**src/verilog/scope_pkg.sv**
```systemverilog
package scope_pkg;

    ////////////////////////////////////////////////////////////////////
    // Sizes
    ////////////////////////////////////////////////////////////////////

    // ADC code width
    localparam int SAMPLE_W = 12;

    // Samples per capture, trigger sample included
    localparam int CAPTURE_DEPTH = 256;
    localparam int ADDR_W = 8;

    // Address of the final capture word
    localparam logic [ADDR_W-1:0] LAST_ADDR = ADDR_W'(CAPTURE_DEPTH - 1);

    // Run-time decimation ratio width
    localparam int DECIM_W = 12;

    // Hysteresis band in ADC codes
    localparam int TRIG_HYST = 50;

    ////////////////////////////////////////////////////////////////////
    // Bundles
    ////////////////////////////////////////////////////////////////////

    // One strobed ADC or decimated sample
    typedef struct packed {
        logic                valid;
        logic [SAMPLE_W-1:0] data;
    } sample_t;

    // Trigger level, slope 0 rising and 1 falling
    typedef struct packed {
        logic [SAMPLE_W-1:0] level;
        logic                slope;
    } trig_cfg_t;

    // Memory port request, shared by writer and reader
    typedef struct packed {
        logic                valid;
        logic                we;
        logic [ADDR_W-1:0]   addr;
        logic [SAMPLE_W-1:0] data;
    } mem_req_t;

    // Read data back from memory
    typedef struct packed {
        logic                valid;
        logic [SAMPLE_W-1:0] data;
    } mem_rsp_t;

endpackage

```
**src/verilog/sample_decimator.sv**
```systemverilog
module sample_decimator (
    input  logic                     clk,
    input  logic                     rst,
    input  logic                     arm,
    input  scope_pkg::sample_t       adc,
    input  logic [scope_pkg::DECIM_W-1:0] decim_ratio,
    output scope_pkg::sample_t       dec_sample
);
    import scope_pkg::*;

    // Ratio of zero behaves like one
    logic [DECIM_W-1:0] ratio_eff;
    // Strobes seen in the current decimation period
    logic [DECIM_W-1:0] count;
    // Count as seen by this cycle's strobe
    logic [DECIM_W-1:0] count_base;
    logic               period_end;

    assign ratio_eff = (decim_ratio == '0) ? DECIM_W'(1) : decim_ratio;

    // Arm restarts the phase, a strobe in the arm cycle counts as the first
    assign count_base = arm ? '0 : count;
    assign period_end = (count_base == ratio_eff - DECIM_W'(1));

    ////////////////////////////////////////////////////////////////////
    // Strobe counter and output register
    ////////////////////////////////////////////////////////////////////

    always_ff @(posedge clk) begin
        if (rst) begin
            count            <= '0;
            dec_sample.valid <= 1'b0;
        end else begin
            dec_sample.valid <= 1'b0;
            if (adc.valid) begin
                if (period_end) begin
                    // Nth strobe goes out, next period starts
                    count            <= '0;
                    dec_sample.valid <= 1'b1;
                    dec_sample.data  <= adc.data;
                end else begin
                    count <= count_base + DECIM_W'(1);
                end
            end else begin
                count <= count_base;
            end
        end
    end

endmodule

```
**src/verilog/level_trigger.sv**
```systemverilog
module level_trigger (
    input  logic                 clk,
    input  logic                 rst,
    input  logic                 arm,
    input  logic                 busy,
    input  scope_pkg::trig_cfg_t trig_cfg,
    input  scope_pkg::sample_t   dec_sample,
    output logic                 trig_fire
);
    import scope_pkg::*;

    typedef enum logic [1:0] {
        IDLE,
        WAIT_QUIET,
        ARMED
    } trig_state_t;

    trig_state_t state;

    // Config captured at arm, held for the whole attempt
    trig_cfg_t cfg;

    // Band limits around the level, saturated to the code range
    logic [SAMPLE_W:0]   high_sum;
    logic [SAMPLE_W-1:0] band_high;
    logic [SAMPLE_W-1:0] band_low;

    logic quiet;
    logic crossed;

    ////////////////////////////////////////////////////////////////////
    // Hysteresis band
    ////////////////////////////////////////////////////////////////////

    assign high_sum  = {1'b0, cfg.level} + (SAMPLE_W + 1)'(TRIG_HYST);
    assign band_high = high_sum[SAMPLE_W] ? '1 : high_sum[SAMPLE_W-1:0];
    assign band_low  = (cfg.level >= SAMPLE_W'(TRIG_HYST))
                     ? cfg.level - SAMPLE_W'(TRIG_HYST) : '0;

    // Rising needs the signal well below, falling well above
    assign quiet = cfg.slope ? (dec_sample.data >= band_high)
                             : (dec_sample.data <= band_low);

    // Level reached on the chosen slope
    assign crossed = cfg.slope ? (dec_sample.data <= cfg.level)
                               : (dec_sample.data >= cfg.level);

    // Same cycle as the decimated strobe, no extra latency
    assign trig_fire = (state == ARMED) && dec_sample.valid && crossed;

    ////////////////////////////////////////////////////////////////////
    // Arm and cross FSM
    ////////////////////////////////////////////////////////////////////

    always_ff @(posedge clk) begin
        if (rst) begin
            state <= IDLE;
        end else begin
            if (trig_fire) begin
                // One shot per arm
                state <= IDLE;
            end else if (arm && !busy) begin
                state <= WAIT_QUIET;
            end else begin
                case (state)
                    WAIT_QUIET: begin
                        if (dec_sample.valid && quiet) begin
                            state <= ARMED;
                        end
                    end
                    default: begin
                        state <= state;
                    end
                endcase
            end
        end
    end

    // Config register, no reset needed
    always_ff @(posedge clk) begin
        if (arm && !busy && !trig_fire) begin
            cfg <= trig_cfg;
        end
    end

endmodule

```
**src/verilog/capture_writer.sv**
```systemverilog
module capture_writer (
    input  logic                clk,
    input  logic                rst,
    input  logic                trig_fire,
    input  scope_pkg::sample_t  dec_sample,
    output scope_pkg::mem_req_t wr_req,
    output logic                busy,
    output logic                capture_done
);
    import scope_pkg::*;

    // Address for the next decimated sample
    logic [ADDR_W-1:0] wr_addr;

    // Final word already on its way to memory
    logic last_issued;

    assign last_issued = wr_req.valid && (wr_req.addr == LAST_ADDR);

    ////////////////////////////////////////////////////////////////////
    // Capture sequencing
    ////////////////////////////////////////////////////////////////////

    always_ff @(posedge clk) begin
        // Strobes default low
        wr_req.valid <= 1'b0;
        capture_done <= 1'b0;
        if (rst) begin
            busy    <= 1'b0;
            wr_addr <= '0;
        end else if (!busy) begin
            if (trig_fire) begin
                // Trigger sample lands at address 0
                wr_req.valid <= 1'b1;
                wr_req.we    <= 1'b1;
                wr_req.addr  <= '0;
                wr_req.data  <= dec_sample.data;
                wr_addr      <= ADDR_W'(1);
                busy         <= 1'b1;
            end
        end else if (last_issued) begin
            // Block complete
            busy         <= 1'b0;
            capture_done <= 1'b1;
        end else if (dec_sample.valid) begin
            wr_req.valid <= 1'b1;
            wr_req.we    <= 1'b1;
            wr_req.addr  <= wr_addr;
            wr_req.data  <= dec_sample.data;
            wr_addr      <= wr_addr + ADDR_W'(1);
        end
    end

endmodule

```
**src/verilog/readout_port.sv**
```systemverilog
module readout_port (
    input  logic                clk,
    input  logic                rst,
    input  scope_pkg::mem_req_t rd_req,
    input  logic                rd_grant,
    input  scope_pkg::mem_rsp_t mem_rsp,
    output scope_pkg::mem_req_t rd_mem_req,
    output scope_pkg::mem_rsp_t rd_rsp
);
    import scope_pkg::*;

    // Host request waiting for the memory port
    logic              pending;
    logic [ADDR_W-1:0] rd_addr;

    // Grant history, bit 1 lines up with the memory response
    logic [1:0] grant_d;

    // Held request toward the arbiter
    assign rd_mem_req.valid = pending;
    assign rd_mem_req.we    = 1'b0;
    assign rd_mem_req.addr  = rd_addr;
    assign rd_mem_req.data  = '0;

    // Response two cycles after the grant
    assign rd_rsp.valid = mem_rsp.valid && grant_d[1];
    assign rd_rsp.data  = mem_rsp.data;

    ////////////////////////////////////////////////////////////////////
    // Request hold and grant tracking
    ////////////////////////////////////////////////////////////////////

    always_ff @(posedge clk) begin
        if (rst) begin
            pending <= 1'b0;
            grant_d <= '0;
        end else begin
            grant_d <= {grant_d[0], rd_grant};
            if (pending) begin
                // Further host requests dropped until taken
                if (rd_grant) begin
                    pending <= 1'b0;
                end
            end else if (rd_req.valid) begin
                pending <= 1'b1;
                rd_addr <= rd_req.addr;
            end
        end
    end

endmodule

```
**src/verilog/sample_arbiter.sv**
```systemverilog
module sample_arbiter (
    input  logic                clk,
    input  logic                rst,
    input  scope_pkg::mem_req_t wr_req,
    input  scope_pkg::mem_req_t rd_mem_req,
    output scope_pkg::mem_req_t mem_req,
    output logic                rd_grant
);
    import scope_pkg::*;

    // Request chosen this cycle
    mem_req_t sel;

    ////////////////////////////////////////////////////////////////////
    // Fixed priority select
    ////////////////////////////////////////////////////////////////////

    // Sample stream cannot stall, so the writer always wins
    assign rd_grant = rd_mem_req.valid && !wr_req.valid;

    always_comb begin
        if (wr_req.valid) begin
            sel = wr_req;
        end else begin
            sel    = rd_mem_req;
            // Reads never write, whatever the reader drives
            sel.we = 1'b0;
        end
        sel.valid = wr_req.valid || rd_mem_req.valid;
    end

    ////////////////////////////////////////////////////////////////////
    // Registered memory request
    ////////////////////////////////////////////////////////////////////

    always_ff @(posedge clk) begin
        if (rst) begin
            mem_req.valid <= 1'b0;
        end else begin
            mem_req <= sel;
        end
    end

endmodule

```
**src/verilog/sample_ram.sv**
```systemverilog
module sample_ram (
    input  logic                clk,
    input  scope_pkg::mem_req_t mem_req,
    output scope_pkg::mem_rsp_t mem_rsp
);
    import scope_pkg::*;

    // Capture buffer
    logic [SAMPLE_W-1:0] mem [CAPTURE_DEPTH];

    ////////////////////////////////////////////////////////////////////
    // Single port, registered read
    ////////////////////////////////////////////////////////////////////

    always_ff @(posedge clk) begin
        if (mem_req.valid && mem_req.we) begin
            mem[mem_req.addr] <= mem_req.data;
        end
        // Data valid one cycle after a read request
        mem_rsp.valid <= mem_req.valid && !mem_req.we;
        mem_rsp.data  <= mem[mem_req.addr];
    end

endmodule

```
**src/verilog/scope_capture_top.sv**
```systemverilog
module scope_capture_top (
    input  logic                          clk,
    input  logic                          rst,
    input  scope_pkg::sample_t            adc,
    input  logic [scope_pkg::DECIM_W-1:0] decim_ratio,
    input  scope_pkg::trig_cfg_t          trig_cfg,
    input  logic                          arm,
    output logic                          capture_done,
    output logic                          busy,
    input  scope_pkg::mem_req_t           rd_req,
    output scope_pkg::mem_rsp_t           rd_rsp
);
    import scope_pkg::*;

    // Decimated stream to trigger and writer
    sample_t  dec_sample;
    logic     trig_fire;

    // Memory port traffic
    mem_req_t wr_req;
    mem_req_t rd_mem_req;
    mem_req_t mem_req;
    mem_rsp_t mem_rsp;
    logic     rd_grant;

    ////////////////////////////////////////////////////////////////////
    // Acquisition path
    ////////////////////////////////////////////////////////////////////

    sample_decimator sample_decimator_inst (
        .clk         (clk),
        .rst         (rst),
        .arm         (arm),
        .adc         (adc),
        .decim_ratio (decim_ratio),
        .dec_sample  (dec_sample)
    );

    level_trigger level_trigger_inst (
        .clk        (clk),
        .rst        (rst),
        .arm        (arm),
        .busy       (busy),
        .trig_cfg   (trig_cfg),
        .dec_sample (dec_sample),
        .trig_fire  (trig_fire)
    );

    capture_writer capture_writer_inst (
        .clk          (clk),
        .rst          (rst),
        .trig_fire    (trig_fire),
        .dec_sample   (dec_sample),
        .wr_req       (wr_req),
        .busy         (busy),
        .capture_done (capture_done)
    );

    ////////////////////////////////////////////////////////////////////
    // Host readout and shared memory
    ////////////////////////////////////////////////////////////////////

    readout_port readout_port_inst (
        .clk        (clk),
        .rst        (rst),
        .rd_req     (rd_req),
        .rd_grant   (rd_grant),
        .mem_rsp    (mem_rsp),
        .rd_mem_req (rd_mem_req),
        .rd_rsp     (rd_rsp)
    );

    sample_arbiter sample_arbiter_inst (
        .clk        (clk),
        .rst        (rst),
        .wr_req     (wr_req),
        .rd_mem_req (rd_mem_req),
        .mem_req    (mem_req),
        .rd_grant   (rd_grant)
    );

    sample_ram sample_ram_inst (
        .clk     (clk),
        .mem_req (mem_req),
        .mem_rsp (mem_rsp)
    );

endmodule

```
**config.mk**
```make
export PLATFORM = sky130hd
export DESIGN_NAME = scope_capture_top
export DESIGN_NICKNAME = d
export VERILOG_FILES = /design/src/verilog/scope_pkg.sv /design/src/verilog/sample_decimator.sv /design/src/verilog/level_trigger.sv /design/src/verilog/capture_writer.sv /design/src/verilog/readout_port.sv /design/src/verilog/sample_arbiter.sv /design/src/verilog/sample_ram.sv /design/src/verilog/scope_capture_top.sv
export SDC_FILE = /design/constraint.sdc
export NUM_CORES = 2
export LEC_CHECK = 0
export ABC_AREA = 1
export BUFFER_PORTS_ARGS = -buffer_cell sky130_fd_sc_hd__buf_4
export CAP_MARGIN = 20
export CORE_ASPECT_RATIO = 1.5
export CORE_MARGIN = 5
export CORE_UTILIZATION = 60
export DETAILED_ROUTE_END_ITERATION = 6
export PLACE_DENSITY_LB_ADDON = 0.3
export SLEW_MARGIN = 5
export SYNTH_ARGS = -nofsm -noshare
export SYNTH_HDL_FRONTEND = slang
export SYNTH_SLANG_ARGS = --single-unit
```
**constraint.sdc**
```tcl
create_clock -name clk -period 5.75 [get_ports clk]
set_input_delay 1.15 -clock clk [delete_from_list [all_inputs] [get_ports clk]]
set_output_delay 1.15 -clock clk [all_outputs]
set_load 0.005 [all_outputs]
```
=== Word-level counts from Yosys, hierarchy flattened ===
Memories as Yosys holds them, arrays and structs flattened. A register that Yosys moved wholly into a read port is not among the register bits.
Index checks and enable logic that the tools add are counted.

* Add/subtract/negate cells: 5
* Magnitude comparators: 5
* Equality and inequality tests: 6
* Mux-type cells: 30
* Bitwise gates (word level): 4
* Reduce and logical (&&, ||, !) cells: 29

{| class="wikitable"
|+ Operators by type and width
! operator !! count
|-
| $mux 22 || 4
|-
| $mux 12 || 6
|-
| $mux 8 || 4
|-
| $ge 12x12->1 || 2
|-
| $le 12x12->1 || 2
|-
| $mux 20 || 1
|-
| $mux 1 || 14
|-
| $add 12x6->13 const B || 1
|-
| $mux 13 || 1
|-
| $add 12x1->12 const B || 1
|-
| $eq 12x12->1 || 1
|-
| $ge 12x6->1 const B || 1
|-
| $logic_not 12->1 || 1
|-
| $sub 12x1->12 const B || 1
|-
| $sub 12x6->12 const B || 1
|-
| $logic_and 1x1->1 || 10
|-
| $reduce_and 3->1 || 3
|-
| $add 8x1->8 const B || 1
|-
| $eq 8x8->1 const B || 1
|-
| $reduce_bool 2->1 || 3
|-
| $reduce_or 2->1 || 3
|-
| $logic_not 1->1 || 4
|-
| $ne 2x2->1 const B || 2
|-
| $not 1->1 || 4
|-
| 6 further kinds || 7
|}

* Flip-flop bits (word level): 106
* Bits in writable memories: 3072
* Input port bits: 63
* Output and inout port bits: 15
* Word-level logic and storage cells: 102
* Memories: 1

{| class="wikitable"
|+ Memory list
! name !! words !! bits a word !! rd ports !! clocked after memory_dff !! wr ports !! RTL line !! source
|-
| sample_ram_inst.mem || 256 || 12 || 1 || 1 || 1 || sample_ram.sv:9 || <nowiki>logic [SAMPLE_W-1:0] mem [CAPTURE_DEPTH];</nowiki>
|}

=== Logic depth before layout (Yosys ltp) ===
* Depth after elaboration: 8
* Depth in mapped cells: 22
* Depth with buffers taken out: 22

=== Hierarchy ===
Synthesis repeated with hierarchy kept, for this count alone.

* Cells, all modules: 12360
* Area, all modules: 133160.2 µm²

{| class="wikitable"
|+ By module, submodules not included
! module !! instances !! cells each !! area an instance (µm²) !! seq. area each (µm²)
|-
| sample_ram || 1 || 11532 || 126502.6 || 92508.7
|-
| level_trigger || 1 || 284 || 1976.9 || 430.4
|-
| sample_decimator || 1 || 242 || 1762.9 || 620.6
|-
| capture_writer || 1 || 158 || 1428.9 || 850.8
|-
| sample_arbiter || 1 || 94 || 943.4 || 650.6
|-
| readout_port || 1 || 50 || 545.5 || 300.3
|}

=== Worst setup path after synthesis ===
OpenSTA, ideal clock, no wires.

* Path type: register to register
* Start point: register sample_arbiter_inst.mem_req[0] (netlist name)
* End point: memory sample_ram_inst.mem[0][0] (data pin)
* Arrival: 3228 ps
* Setup slack: 1704 ps
* Stages on the path, launching flop included: 1
* Path buffers: 0
* Period minus slack after synthesis: 4046 ps
* Cell sequence: edfxtp_1

{| class="wikitable"
|+ RTL lines
! what !! RTL line
|-
| end: declaration || sample_ram.sv:9
|}

Straight into the memory's write port.

==> metrics.md <==
| Metric | Value |
|---|---|
| Status | finished, final reports clean |
| Crit path required time | 6.54 ns |
| Maximum operating frequency | 0.245 GHz |
| Critical path class | flip-flop to flip-flop |
| First DRT Iteration DRCs | 10500 |
| Aggregate global routing overflow | 0 |
| Worst Hold Depth | 2 |
| Routed via count | 74400 |
| Cts repair resizes | 0 |
| Hold Slack | 0.421 ns |
| GRT Total Usage | 30.9% |
| Initial Util | 60.3% |
| Vias per cell | 6.65 |
| Hold_sp | readout_port_inst.grant_d[0]$_SDFF_PP0_ |
| Clock Path Buffers | 4 |
| Hold_buf cts | 0 |
| RSZ-0062 raised after global routing | false |
| Antenna viol nets, final | 0 |
| Ys async rst share | 0% |
| Leak | 0.0457 µW |
| Core ar. | 202000 µm² |
| Detailed-route DRC error count | 0 |
| Hold EP | readout_port_inst.grant_d[1]$_SDFF_PP0_ |
| Setup TNS | 0 ns |
| Layout cell share with drive strength beyond 1 | 10.2% |
| Sequential area share after synthesis | 78.4% |
| Reg clk slew, reported paths | 0.07 ns |
| Largest net degree at the start of global routing | 209 |
| Period minus WS final | 4.09 ns |
| Wire per inst | 29.9 µm |
| Period utilization | 71.1% |
| Vias in the first global route | 72800 |
| First-pass GRT wire length | 482000 µm |
| Combinational fraction of design power | 4.3% |
| Worst Hold Class | flip-flop to flip-flop |
| Non-filler cells, final | 11200 |
| Sw Share | 21.0% |
| Clock root buffer | clkbuf_16 |
| DP Cell Count | 10600 |
| Net Count, Synth | 8197 |
| Max-slew headroom | 11.5% |
| Max-slew violation count | 0 |
| Mapped cell area | 122000 µm² |
| DP HPWL | 191000 µm |
| CP Capture Type | flip-flop |
| Crit path from | sample_arbiter_inst.mem_req[12]$_DFFE_PN_ |
| Pwr/cell area | 340 nW/µm² |
| Max rail drop VDD | 0.381 mV |
| Top FF cell, synth | edfxtp_1 |
| IO buf count | 64 |
| Io pins | 78 |
| Synth cell types | 40 |
| Pre-CTS WS | 1.56 ns |
| Die ar. | 212000 µm² |
| Area grow syn2layout | 11.5% |
| Clock Latency Late Sink | 0.85 ns |
| GP Congestion | 0.902 |
| Flops & latches, synth | 3190 |
| Max FO, Critical Path | 55 |
| Yosys Warn Count | 0 |
| P_sw | 9660 µW |
| Int Pwr | 36400 µW |
| Critical path arrival | 4.88 ns |
| 1st-pass router iterations | 6 |
| Routed WL | 334000 µm |
| Initial antenna violation count | 15 |
| R2R setup slack | 1.66 ns |
| Critical R2R Capture | sample_ram_inst.mem_rsp[2]$_DFF_P_ |
| Worst setup SP type | flip-flop |
| H-tree level count | 5 |
| Clock Skew | 0.0405 ns |
| Tightest Pin Transition | 1.32 ns |
| Final hold violation count | 0 |
| Reported max-cap violation count | 0 |
| Syn_area_per_cell | 15.0 µm² |
| Cell count after synthesis | 8093 |
| Final Util | 67.2% |
| Setup WS post-layout | 1.66 ns |
| EDFF count, synth | 3147 |
| Clock power share | 40.5% |
| CTS Buf Count | 284 |
| Share of power burned in registers | 55.3% |
| Die X | 378 µm |
| Setup violators final | 0 |
| Final #Nets | 8419 |
| Reg2Reg Launch Point | sample_arbiter_inst.mem_req[12]$_DFFE_PN_ |
| Setup bufs post-CTS | 0 |
| Clock sinks | 3190 |
| Row count | 202 |
| Die H | 561 µm |
| Path depth of the worst reg2reg path | 14 |
| CTS tree | done |
-- worst max-delay path by stage --
| stage | depth (start not counted) | endpoint | slack, ns |
|---|---|---|---|
| after floorplan | 0 | sample_ram_inst.mem[0][0]$_DFFE_PP_ | 1.70 |
| after global placement | 22 | sample_decimator_inst.dec_sample[8]$_DFFE_PP_ | 1.40 |
| after detailed placement | 22 | sample_decimator_inst.dec_sample[8]$_DFFE_PP_ | 1.56 |
| after CTS | 9 | sample_ram_inst.mem_rsp[6]$_DFF_P_ | 1.76 |
| after global routing | 11 | capture_writer_inst.wr_req[4]$_DFFE_PP_ | 1.43 |
| final | 14 | sample_ram_inst.mem_rsp[2]$_DFF_P_ | 1.66 |
-- cell usage after synthesis (2+ instances only) --
master | instances | share of area, %
clkinv_1 | 16 | 0.049
o22ai_1 | 8 | 0.041
o21ai_0 | 63 | 0.26
a31oi_1 | 2 | 0.010
or2_0 | 9 | 0.046
buf_4 | 19 | 0.12
a22oi_1 | 1536 | 9.5
o31ai_1 | 8 | 0.049
o21ai_1 | 35 | 0.14
edfxtp_1 | 3147 | 78
and2_1 | 2 | 0.010
or2_1 | 41 | 0.21
o21bai_1 | 3 | 0.019
inv_1 | 138 | 0.43
a21oi_1 | 280 | 1.2
clkbuf_1 | 170 | 0.52
xor2_1 | 19 | 0.14
ha_1 | 41 | 0.42
o21a_1 | 2 | 0.012
dfxtp_1 | 43 | 0.71
nand4_1 | 90 | 0.46
nand3b_1 | 3 | 0.019
inv_2 | 5 | 0.015
nor2_1 | 466 | 1.4
buf_1 | 27 | 0.083
o211ai_1 | 4 | 0.025
nand2_1 | 1466 | 4.5
buf_2 | 269 | 1.1
nor3b_1 | 3 | 0.019
nor3_1 | 45 | 0.19
nor2_2 | 3 | 0.015
or2_2 | 12 | 0.062
nand3_1 | 111 | 0.46
-- logic make-up (layout without fill, tap and decap cells) --
group                    after synthesis  after routing  share of synthesized area [%]
flip-flops                          3190           3190                           78.4
AO/OA/AOI/OAI                       1943           1943                           11.2
other                                  0             10                              0
adder cells (fa/ha/maj)               41             41                          0.422
XOR/XNOR                              20             20                          0.144
buffers and inverters                644           1077                           2.32
AND/OR/NAND/NOR                     2255           2255                           7.47
-- final cells by class --
class                           count  area, µm²
Sequential cell                  3190      95400
Fill cell                       13200      66100
Multi-Input combinational cell   4259      23500
Clock buffer                      343       7570
Timing Repair Buffer              421       3750
Tap cell                         2652       3320
Clock inverter                    154       1420
Inverter                          159        617
Antenna cell                       10       25.0
-- worst max-delay path, cell delays in order (launching register included) --
cell and delay [ns]:
edfxtp_1 0.52, nor2_4 0.95, buf_4 0.41, buf_12 0.33, buf_12 0.33, a22oi_1 0.15, nand2_1 0.12, nand2_1 0.10
nand3_1 0.16, o21ai_1 0.19, nand2_1 0.16, nor2_1 0.10, nor2_1 0.29, nor2_1 0.08, nand2_1 0.06
-- layer usage --
metal  global-route usage, %  wire (µm)  vias up
met3                    6.34      36800      986
li1                        -          -    31500
met4                    19.5      24500        8
met1                    38.8     111000    36800
met2                    49.6     161000     5163
met5                       0         43        -
-- state kept, by name, indices dropped and copies added (netlist names) --
signal and count:
capture_writer_inst.capture_done 1, readout_port_inst.grant_d 2, readout_port_inst.pending 1, sample_arbiter_inst.mem_req 22
sample_ram_inst.mem_rsp 13, sample_ram_inst.mem 3072, level_trigger_inst.state 2, capture_writer_inst.wr_req 22
capture_writer_inst.busy 1, readout_port_inst.rd_addr 8, sample_decimator_inst.count 12, capture_writer_inst.wr_addr 8
level_trigger_inst.cfg 13, sample_decimator_inst.dec_sample 13
-- power by group through the flow --
stage                     registers [µW]  clock network (µW)  logic, µW
after CTS                          25500               18700       1920
final                              25500               18600       1970
after detailed placement           26000                   0       1920
after global routing               25500               19800       2070
after global placement             26000                   0       1870
after floorplan                    26100                   0       1010
-- layout by cell type (no fill, tap or decap), types with 7 or more instances in the layout --
cell type   count
nor3_1         45
or2_0           9
nand4_1        90
xor2_1         19
diode_2        10
buf_12         34
o21ai_1        35
or2_2          12
clkinvlp_4     11
bufinv_16      24
nand2_2        13
inv_6          12
o22ai_1         8
dfxtp_1        43
a21oi_1       280
buf_4         351
nor2_1        462
a22oi_1      1536
clkinv_4        7
clkinv_1       66
nand3_1       107
or2_1          41
buf_6          33
ha_1           41
clkbuf_16     294
clkbuf_1       46
o21ai_0        63
edfxtp_1     3147
clkinv_2       52
o31ai_1         8
nand2_1      1452
inv_1         136
-- metrics by stage --
step / instance area (µm²) / power, µW
after detailed placement: 126000 / 27900
after CTS: 135000 / 46100
after global placement: 126000 / 27800
after global routing: 136000 / 47300
after floorplan: 122000 / 27100
final: 136000 / 46100
Note: power is estimated with default switching activity, not from simulation.
